$ cat src/source/mxv_pkg.sv
`default_nettype none

package mxv_pkg;

	localparam int N_MAX = 8; // largest matrix order
	localparam int ELEM_W = 8;
	localparam int RESULT_W = 19; // holds 8 * 255 * 255
	localparam int MAT_DEPTH = N_MAX * N_MAX;

	typedef logic [ELEM_W-1:0] elem_t;
	typedef logic [RESULT_W-1:0] result_t;

	// n runs 1..8, zero never committed
	typedef logic [$clog2(N_MAX):0] order_t;

	typedef logic [$clog2(MAT_DEPTH)-1:0] mat_idx_t; // row * n + col
	typedef logic [$clog2(N_MAX)-1:0] vec_idx_t;

endpackage

`default_nettype wire

$ cat src/source/frame_pkg.sv
`default_nettype none

package frame_pkg;

	typedef logic [7:0] char_t;

	localparam char_t CHAR_SEP = 8'h5F; // underscore
	localparam char_t CHAR_0 = 8'h30;
	localparam char_t CHAR_9 = 8'h39;
	localparam char_t CHAR_A = 8'h41;
	localparam char_t CHAR_F = 8'h46; // upper case only

	localparam logic [7:0] TOK_FE = 8'hFE; // frame start
	localparam logic [7:0] TOK_EF = 8'hEF; // frame end

	localparam logic [7:0] CMD_SIZE = 8'h01;
	localparam logic [7:0] CMD_LOAD = 8'h02;
	localparam logic [7:0] CMD_START = 8'h03;

	localparam int LEN_MAX = 64; // a full 8x8 matrix

	// SEP_* states expect an underscore, the rest a byte token
	typedef enum logic [3:0] {
		HUNT,
		SEP_LEN,
		LEN,
		SEP_CMD,
		CMD,
		SEP_HDR,
		SIZE_VAL,
		SEP_SIZE,
		DATA,
		SEP_DATA,
		TRAILER
	} parse_state_t;

endpackage

`default_nettype wire

$ cat src/source/token_assembler.sv
`timescale 1ns/1ps
`default_nettype none

module token_assembler (
	input wire logic clk,
	input wire logic rst,
	input wire logic rcv,
	input wire frame_pkg::char_t char,
	output logic tok_valid,
	output mxv_pkg::elem_t tok,
	output logic sep_valid,
	output logic bad_char
);

	logic is_digit;
	logic is_alpha;
	logic is_sep;
	logic [3:0] nib;
	logic [3:0] hi_nib; // first digit of a pair
	logic have_hi;

	assign is_digit = (char >= frame_pkg::CHAR_0) && (char <= frame_pkg::CHAR_9);
	assign is_alpha = (char >= frame_pkg::CHAR_A) && (char <= frame_pkg::CHAR_F);
	assign is_sep = (char == frame_pkg::CHAR_SEP);
	assign nib = is_alpha ? char[3:0] + 4'd9 : char[3:0]; // 'A' is 0x41

	always_ff @(posedge clk or negedge rst) begin
		if (!rst) begin
			have_hi <= 1'b0;
			tok_valid <= 1'b0;
			sep_valid <= 1'b0;
			bad_char <= 1'b0;
		end else begin
			tok_valid <= rcv && (is_digit || is_alpha) && have_hi;
			sep_valid <= rcv && is_sep && !have_hi;
			// junk character, or an underscore splitting a pair
			bad_char <= rcv && ((!is_digit && !is_alpha && !is_sep) || (is_sep && have_hi));
			if (rcv) begin
				have_hi <= (is_digit || is_alpha) && !have_hi;
			end
		end
	end

	always_ff @(posedge clk) begin
		if (rcv && (is_digit || is_alpha)) begin
			if (have_hi) begin
				tok <= {hi_nib, nib};
			end else begin
				hi_nib <= nib;
			end
		end
	end

endmodule

`default_nettype wire

$ cat src/source/frame_parser.sv
`timescale 1ns/1ps
`default_nettype none

module frame_parser (
	input wire logic clk,
	input wire logic rst,
	input wire logic tok_valid,
	input wire mxv_pkg::elem_t tok,
	input wire logic sep_valid,
	input wire logic bad_char,
	input wire logic busy,
	output mxv_pkg::order_t n,
	output logic mat_we,
	output mxv_pkg::mat_idx_t mat_waddr,
	output logic vec_we,
	output mxv_pkg::vec_idx_t vec_waddr,
	output mxv_pkg::elem_t wdata,
	output logic start,
	output logic frame_ok,
	output logic frame_error
);

	frame_pkg::parse_state_t state;
	frame_pkg::parse_state_t state_nxt;
	logic [6:0] frame_len; // 1..64
	logic [7:0] cmd;
	logic [6:0] cnt; // payload tokens so far
	logic [6:0] nn;
	mxv_pkg::order_t size_val; // held until the trailer
	logic to_mat;
	logic want_tok;
	logic err;
	logic done;
	logic data_we;

	assign nn = n * n;
	assign want_tok = state inside {frame_pkg::LEN, frame_pkg::CMD, frame_pkg::SIZE_VAL,
		frame_pkg::DATA, frame_pkg::TRAILER};

	always_comb begin
		state_nxt = state;
		err = 1'b0;
		done = 1'b0;
		data_we = 1'b0;
		if (state != frame_pkg::HUNT &&
				(bad_char || (tok_valid && !want_tok) || (sep_valid && want_tok))) begin
			err = 1'b1; // grammar broken
		end else begin
			case (state)
				frame_pkg::HUNT: begin
					if (tok_valid && tok == frame_pkg::TOK_FE) state_nxt = frame_pkg::SEP_LEN;
				end
				frame_pkg::SEP_LEN: begin
					if (sep_valid) state_nxt = frame_pkg::LEN;
				end
				frame_pkg::LEN: begin
					if (tok_valid) begin
						if (tok == '0 || tok > frame_pkg::LEN_MAX) err = 1'b1;
						else state_nxt = frame_pkg::SEP_CMD;
					end
				end
				frame_pkg::SEP_CMD: begin
					if (sep_valid) state_nxt = frame_pkg::CMD;
				end
				frame_pkg::CMD: begin
					if (tok_valid) begin
						if (busy) err = 1'b1; // engine still running
						else if (tok inside {frame_pkg::CMD_SIZE, frame_pkg::CMD_LOAD,
								frame_pkg::CMD_START}) state_nxt = frame_pkg::SEP_HDR;
						else err = 1'b1;
					end
				end
				frame_pkg::SEP_HDR: begin
					if (sep_valid) begin
						if (cmd == frame_pkg::CMD_SIZE) state_nxt = frame_pkg::SIZE_VAL;
						else if (cmd == frame_pkg::CMD_START) state_nxt = frame_pkg::TRAILER;
						else if (frame_len == nn || frame_len == {3'b000, n})
							state_nxt = frame_pkg::DATA;
						else err = 1'b1; // load length fits neither store
					end
				end
				frame_pkg::SIZE_VAL: begin
					if (tok_valid) begin
						if (tok == '0 || tok > mxv_pkg::N_MAX) err = 1'b1;
						else state_nxt = frame_pkg::SEP_SIZE;
					end
				end
				frame_pkg::SEP_SIZE: begin
					if (sep_valid) state_nxt = frame_pkg::TRAILER;
				end
				frame_pkg::DATA: begin
					if (tok_valid) begin
						data_we = 1'b1;
						state_nxt = frame_pkg::SEP_DATA;
					end
				end
				frame_pkg::SEP_DATA: begin
					if (sep_valid) begin
						state_nxt = (cnt == frame_len) ? frame_pkg::TRAILER : frame_pkg::DATA;
					end
				end
				frame_pkg::TRAILER: begin
					if (tok_valid) begin
						if (tok == frame_pkg::TOK_EF) begin
							done = 1'b1;
							state_nxt = frame_pkg::HUNT;
						end else begin
							err = 1'b1;
						end
					end
				end
				default: state_nxt = frame_pkg::HUNT;
			endcase
		end
		if (err) state_nxt = frame_pkg::HUNT;
	end

	// payload steering, written on the next edge
	assign mat_we = data_we && to_mat;
	assign vec_we = data_we && !to_mat;
	assign mat_waddr = cnt[5:0];
	assign vec_waddr = cnt[2:0];
	assign wdata = tok;

	always_ff @(posedge clk or negedge rst) begin
		if (!rst) begin
			state <= frame_pkg::HUNT;
			n <= mxv_pkg::order_t'(mxv_pkg::N_MAX);
			frame_len <= '0;
			cmd <= '0;
			cnt <= '0;
			size_val <= '0;
			to_mat <= 1'b0;
			start <= 1'b0;
			frame_ok <= 1'b0;
			frame_error <= 1'b0;
		end else begin
			state <= state_nxt;
			frame_ok <= done;
			frame_error <= err;
			start <= done && cmd == frame_pkg::CMD_START;
			if (done && cmd == frame_pkg::CMD_SIZE) n <= size_val; // commit on trailer
			if (state == frame_pkg::LEN && state_nxt == frame_pkg::SEP_CMD) frame_len <= tok[6:0];
			if (state == frame_pkg::CMD && state_nxt == frame_pkg::SEP_HDR) cmd <= tok;
			if (state == frame_pkg::SIZE_VAL && state_nxt == frame_pkg::SEP_SIZE)
				size_val <= tok[3:0];
			if (state == frame_pkg::SEP_HDR && state_nxt == frame_pkg::DATA) begin
				to_mat <= (frame_len == nn); // matrix wins when n is 1
				cnt <= '0;
			end
			if (data_we) cnt <= cnt + 7'd1;
		end
	end

endmodule

`default_nettype wire

$ cat src/source/operand_store.sv
`timescale 1ns/1ps
`default_nettype none

module operand_store #(
	parameter int DEPTH = mxv_pkg::N_MAX
) (
	input wire logic clk,
	input wire logic rst,
	input wire logic we,
	input wire logic [$clog2(DEPTH)-1:0] waddr,
	input wire mxv_pkg::elem_t wdata,
	input wire logic [$clog2(DEPTH)-1:0] raddr,
	output mxv_pkg::elem_t rdata
);

	mxv_pkg::elem_t mem [DEPTH];

	always_ff @(posedge clk or negedge rst) begin
		if (!rst) begin
			for (int i = 0; i < DEPTH; i++) begin
				mem[i] <= '0;
			end
		end else if (we) begin
			mem[waddr] <= wdata;
		end
	end

	assign rdata = mem[raddr]; // async read for the engine

endmodule

`default_nettype wire

$ cat src/source/mxv_engine.sv
`timescale 1ns/1ps
`default_nettype none

module mxv_engine (
	input wire logic clk,
	input wire logic rst,
	input wire logic start,
	input wire mxv_pkg::order_t n,
	output mxv_pkg::mat_idx_t mat_raddr,
	input wire mxv_pkg::elem_t mat_rdata,
	output mxv_pkg::vec_idx_t vec_raddr,
	input wire mxv_pkg::elem_t vec_rdata,
	input wire logic full,
	output logic push,
	output mxv_pkg::result_t push_data,
	output logic busy
);

	mxv_pkg::vec_idx_t row;
	mxv_pkg::vec_idx_t col;
	mxv_pkg::result_t acc;
	logic [2*mxv_pkg::ELEM_W-1:0] prod;
	logic pending; // row sum waiting for queue space
	logic last_col;
	logic last_row;

	assign mat_raddr = {3'b000, row} * {2'b00, n} + {3'b000, col};
	assign vec_raddr = col;
	assign prod = mat_rdata * vec_rdata;

	assign last_col = {1'b0, col} == n - 4'd1;
	assign last_row = {1'b0, row} == n - 4'd1;

	assign push = pending && !full;
	assign push_data = acc;

	always_ff @(posedge clk or negedge rst) begin
		if (!rst) begin
			busy <= 1'b0;
			pending <= 1'b0;
			row <= '0;
			col <= '0;
		end else if (!busy) begin
			if (start) begin
				busy <= 1'b1;
				pending <= 1'b0;
				row <= '0;
				col <= '0;
			end
		end else if (pending) begin
			if (push) begin
				if (last_row) busy <= 1'b0; // nth result gone
				else row <= row + 3'd1;
				col <= '0;
				pending <= 1'b0;
			end
		end else begin
			if (last_col) pending <= 1'b1;
			else col <= col + 3'd1;
		end
	end

	// one multiply-accumulate per cycle while a row is open
	always_ff @(posedge clk) begin
		if (!busy || push) begin
			acc <= '0;
		end else if (!pending) begin
			acc <= acc + {{(mxv_pkg::RESULT_W-2*mxv_pkg::ELEM_W){1'b0}}, prod};
		end
	end

endmodule

`default_nettype wire

$ cat src/source/result_fifo.sv
`timescale 1ns/1ps
`default_nettype none

module result_fifo (
	input wire logic clk,
	input wire logic rst,
	input wire logic push,
	input wire mxv_pkg::result_t push_data,
	output logic full,
	output logic result_valid,
	input wire logic result_ready,
	output mxv_pkg::result_t result_data
);

	mxv_pkg::result_t mem [mxv_pkg::N_MAX];
	logic [$clog2(mxv_pkg::N_MAX)-1:0] wr_ptr; // wraps at depth
	logic [$clog2(mxv_pkg::N_MAX)-1:0] rd_ptr;
	logic [$clog2(mxv_pkg::N_MAX):0] count;
	logic wr_en;
	logic rd_en;

	assign full = count == mxv_pkg::N_MAX;
	assign result_valid = count != '0;
	assign result_data = mem[rd_ptr]; // oldest entry
	assign wr_en = push && !full;
	assign rd_en = result_valid && result_ready;

	always_ff @(posedge clk or negedge rst) begin
		if (!rst) begin
			wr_ptr <= '0;
			rd_ptr <= '0;
			count <= '0;
		end else begin
			if (wr_en) wr_ptr <= wr_ptr + 1'b1;
			if (rd_en) rd_ptr <= rd_ptr + 1'b1;
			if (wr_en && !rd_en) count <= count + 1'b1;
			else if (rd_en && !wr_en) count <= count - 1'b1;
		end
	end

	always_ff @(posedge clk) begin
		if (wr_en) mem[wr_ptr] <= push_data;
	end

endmodule

`default_nettype wire

$ cat src/source/mxv_top.sv
`timescale 1ns/1ps
`default_nettype none

module mxv_top (
	input wire logic clk,
	input wire logic rst,
	input wire logic rcv,
	input wire frame_pkg::char_t char,
	output logic frame_ok,
	output logic frame_error,
	output logic busy,
	output logic result_valid,
	input wire logic result_ready,
	output mxv_pkg::result_t result_data
);

	logic tok_valid;
	mxv_pkg::elem_t tok;
	logic sep_valid;
	logic bad_char;
	mxv_pkg::order_t n;
	logic mat_we;
	mxv_pkg::mat_idx_t mat_waddr;
	logic vec_we;
	mxv_pkg::vec_idx_t vec_waddr;
	mxv_pkg::elem_t wdata;
	logic start;
	mxv_pkg::mat_idx_t mat_raddr;
	mxv_pkg::elem_t mat_rdata;
	mxv_pkg::vec_idx_t vec_raddr;
	mxv_pkg::elem_t vec_rdata;
	logic full;
	logic push;
	mxv_pkg::result_t push_data;

	token_assembler u_token_assembler (
		.clk(clk), .rst(rst), .rcv(rcv), .char(char),
		.tok_valid(tok_valid), .tok(tok), .sep_valid(sep_valid), .bad_char(bad_char)
	);

	frame_parser u_frame_parser (
		.clk(clk), .rst(rst), .tok_valid(tok_valid), .tok(tok), .sep_valid(sep_valid),
		.bad_char(bad_char), .busy(busy), .n(n),
		.mat_we(mat_we), .mat_waddr(mat_waddr), .vec_we(vec_we), .vec_waddr(vec_waddr),
		.wdata(wdata), .start(start), .frame_ok(frame_ok), .frame_error(frame_error)
	);

	operand_store #(.DEPTH(mxv_pkg::MAT_DEPTH)) matrix_store (
		.clk(clk), .rst(rst), .we(mat_we), .waddr(mat_waddr), .wdata(wdata),
		.raddr(mat_raddr), .rdata(mat_rdata)
	);

	operand_store #(.DEPTH(mxv_pkg::N_MAX)) vector_store (
		.clk(clk), .rst(rst), .we(vec_we), .waddr(vec_waddr), .wdata(wdata),
		.raddr(vec_raddr), .rdata(vec_rdata)
	);

	mxv_engine u_mxv_engine (
		.clk(clk), .rst(rst), .start(start), .n(n),
		.mat_raddr(mat_raddr), .mat_rdata(mat_rdata),
		.vec_raddr(vec_raddr), .vec_rdata(vec_rdata),
		.full(full), .push(push), .push_data(push_data), .busy(busy)
	);

	result_fifo u_result_fifo (
		.clk(clk), .rst(rst), .push(push), .push_data(push_data), .full(full),
		.result_valid(result_valid), .result_ready(result_ready), .result_data(result_data)
	);

endmodule

`default_nettype wire

$ cat config.mk
export PLATFORM = sky130hd
export DESIGN_NAME = mxv_top
export DESIGN_NICKNAME = d
export VERILOG_FILES = /design/src/source/mxv_pkg.sv /design/src/source/frame_pkg.sv /design/src/source/token_assembler.sv /design/src/source/frame_parser.sv /design/src/source/operand_store.sv /design/src/source/mxv_engine.sv /design/src/source/result_fifo.sv /design/src/source/mxv_top.sv
export SDC_FILE = /design/constraint.sdc
export NUM_CORES = 1
export LEC_CHECK = 0
export BUFFER_PORTS_ARGS = -buffer_cell sky130_fd_sc_hd__clkbuf_2
export CAP_MARGIN = 40
export CORE_MARGIN = 3
export CORE_UTILIZATION = 50
export CTS_CLUSTER_DIAMETER = 50
export DETAILED_ROUTE_END_ITERATION = 16
export PLACE_DENSITY_LB_ADDON = 0.05
export RECOVER_POWER = 25
export SETUP_SLACK_MARGIN = 0.5
export SLEW_MARGIN = 20
export SYNTH_ARGS = -nofsm -noshare
export SYNTH_HDL_FRONTEND = slang
export SYNTH_SLANG_ARGS = --single-unit
$ cat constraint.sdc
create_clock -name clk -period 10.4 [get_ports clk]
set_clock_uncertainty 0.1 [all_clocks]
set_input_delay 1.04 -clock clk [delete_from_list [all_inputs] [get_ports clk]]
set_output_delay 1.04 -clock clk [all_outputs]
set_load 0.005 [all_outputs]
==> metrics <==
status finished, violations left; failing checks capacitance limit, slew limit; ys flop type dfrtp_1; CP Class reg2reg; flops & latches, synth 819; Setup TNS 0 ns; CTS H-tree depth 3; Min Clock Period, post-route 8.81 ns; Sw Ratio 21.2%; crit-path max cell delay 0.98 ns; io pins 35; initial core utilization 50.8%; number of global-route vias before repair 24,185; Hold Fails Final Rpt 0; critical path startpoint category flip-flop; GRT Util Overall 23.3%; post-CTS sizing 0; Cell Int Power 5.58 mW; Distinct cells, synth 69; vias 22,538; Post-Route WL 93,800 µm; cts bufs inserted 104; type of the tightest min-delay check reg2reg; peak supply drop 0.000133 V; clock share of power 53.1%; PwrDens 158 nW/µm²; GRT overflow 0; DP HPWL 61,400 µm; Critical Path Slowest Stage Cell fa_2; placeable core region 78,000 µm²; worst-path fanout max 17; Comb pwr share 0.8%; via/cell ratio 5.85; Die W 288 µm; synthesized net count 2,808; Post-synth EDFFs 164; Final Cell Area 45,000 µm²; sequential area share after synthesis 53.5%; share of cells above drive strength 1 39.7%; Routed wire per std cell 24.3 µm; max-slew violations 297; clock sinks 819; initial antenna violation count 0; Final Wtd Congestion 0.819; DIE AREA 82,700 µm²; First-pass DRT Iterations 5; Mapped Area 39,600 µm²; Clock transition at path regs 0.06 ns; CP endpoint kind flip-flop; fmax 114 MHz; CTS tree yes; cell mode on critical path fa_1; hold buffers post-CTS 0; dpl cell area 41,300 µm²; CP arrival 9.23 ns; crit share post-route 84.7%; largest net degree at the start of global routing 181; Post-synth ARST share 77.7%; area delta synth->final 13.4%; Post-Synthesis Cells 2,671; Slew HR -224%; Max clock buf depth 3; clock root buffer clkbuf_16; Post-route DRC 0; post-CTS setup buffer count 0; Skew-Pair Late Insertion Delay 0.66 ns; critical path required time 10.82 ns; port bufs 34; Die Y 288 µm; Final Setup Violations 0; Worst-Margin Slew 4.85 ns; sw power 1.50 mW; starting DRC count in detailed routing 1,323; Syn Area/Cell 14.8 µm²; leakage 21.1 nW; Sequential Power Share 46.1%; placement row count 102; synth warn 0; first-pass GRT wire length 147,000 µm; max-cap violations 5; Final nets 2,861; setup repair after global routing missed its margin false; Final ANT Viol Nets 0
==> synthesized netlist by cell type, types with 26 or more instances <==
cell / instances / area share, %
a21oi_1: 26 / 0.33
clkbuf_1: 127 / 1.2
dfrtp_1: 635 / 40
edfxtp_1: 164 / 12
fa_1: 56 / 2.8
ha_1: 69 / 2.2
inv_1: 123 / 1.2
mux2_2: 591 / 17
mux2i_1: 41 / 1.0
mux4_2: 214 / 12
nand2_1: 164 / 1.6
nand2b_1: 32 / 0.51
nor2_1: 45 / 0.43
nor2b_1: 40 / 0.63
nor3_1: 27 / 0.34
o21ai_0: 43 / 0.54
xnor2_1: 27 / 0.60
==> kinds of logic (layout without fill, tap and decap cells) <==
family / after synthesis / in the layout / synth area share [%]
AOI/OAI and AO/OA: 135 / 135 / 2.32
xor gates and xnor gates: 50 / 50 / 1.10
adders and majority gates: 125 / 125 / 5.01
buffers and inverters: 280 / 423 / 2.75
DFF: 819 / 819 / 53.5
muxes: 846 / 846 / 30.0
other: 0 / 1 / 0
and+or+nand+nor: 416 / 416 / 5.29
==> registers in the layout, indices dropped and copies added, names as in the netlist, 3 cells and up <==
signal and cells:
u_result_fifo.mem 152, u_mxv_engine.push_data 19, u_frame_parser.size_val 4, u_frame_parser.state 4, u_token_assembler.tok 8, vector_store.mem 64
u_mxv_engine.vec_raddr 3, u_result_fifo.count 4, u_frame_parser.cnt 7, u_frame_parser.cmd 8, u_token_assembler.hi_nib 4, u_result_fifo.rd_ptr 3
u_frame_parser.frame_len 7, u_result_fifo.wr_ptr 3, matrix_store.mem 512, u_frame_parser.n 4, u_mxv_engine.row 3
==> worst max-delay path, delay by kind of cell (launching register included) <==
| kind | cells | cell delay, ns |
|---|---|---|
| fa+ha+maj | 8 | 4.44 |
| mux | 4 | 1.21 |
| compound gates | 5 | 1.00 |
| buf+inv | 6 | 0.71 |
| simple gates | 3 | 0.63 |
| flops | 1 | 0.58 |
==> routing by layer <==
metal	wire length (µm)	global-route usage (%)
met1	40800	31.0
met2	47200	40.3
met3	3110	3.11
met4	2620	6.73
met5	0	0
==> placed cells by master, fill, tap and decap left out, types with 12 or more instances in the layout <==
cell and count:
o21ai_0 43, nand2_1 164, mux2_2 591, mux2i_1 41, bufinv_16 13, inv_1 123, clkbuf_16 106, a21oi_1 26
clkinvlp_4 15, dfxtp_1 19, nor2_1 41, and2_1 12, clkbuf_8 13, mux4_2 214, clkbuf_1 24, ha_1 67
clkbuf_2 33, nor3_1 23, dfrtp_1 634, nand2b_1 32, buf_4 41, xor2_1 22, clkinv_2 13, and3_1 14
fa_1 55, a21o_1 13, edfxtp_1 164, xnor2_1 26, nor2b_1 40, nand3_1 20
==> power by group through the flow <==
stage                     Clock (mW)  Combinational, mW  Sequential, mW
after floorplan                    0            0.00510            3.33
after global placement             0             0.0610            3.33
after detailed placement           0             0.0661            3.33
after CTS                       3.84             0.0666            3.27
after global routing            3.98             0.0709            3.26
final                           3.76             0.0596            3.27
==> worst paths after layout <==
path | slack, ns | start | to | cells after the start
hold / removal | 0.32 | u_token_assembler.hi_nib[3]$_DFFE_PP_ | u_token_assembler.tok[7]$_DFFE_PP_ | 0
min in group asynchronous | 2.02 | rst | u_frame_parser.cmd[6]$_DFFE_PN0P_ | 1
hold reg to reg | 0.32 | u_token_assembler.hi_nib[3]$_DFFE_PP_ | u_token_assembler.tok[7]$_DFFE_PP_ | 0
max in group asynchronous | 2.48 | rst | matrix_store.mem[326]$_DFFE_PN0P_ | 4
setup reg to reg | 1.59 | u_frame_parser.n[1]$_DFFE_PN0P_ | u_mxv_engine.push_data[17]$_SDFFE_PP0N_ | 26
setup / recovery | 1.59 | u_frame_parser.n[1]$_DFFE_PN0P_ | u_mxv_engine.push_data[17]$_SDFFE_PP0N_ | 26
==> cell type report <==
type                    count  area (µm²)
multi-input cells        1572       17400
inverters                 124         465
clock inverters            61         788
fillers                  6144       33000
repair buffers            103         861
diodes                      1        2.50
flip-flops and latches    819       21200
clock buffers             135        2890
well taps                1040        1300
==> metrics by stage <==
step	hold WS (ns)	utilization [%]	power (mW)	setup WS, ns	std cells
3_5_place_dp	0.307	52.9	3.39	1.55	3652
5_1_grt	0.336	57.7	7.31	1.00	3854
4_1_cts	0.278	57.6	7.17	1.53	3848
6_report	0.320	57.7	7.09	1.59	3855
3_3_place_gp	0.302	52.6	3.39	1.40	3638
2_1_floorplan	0.300	-	3.33	2.30	2671
No activity file was read; power rests on OpenSTA's default activity.
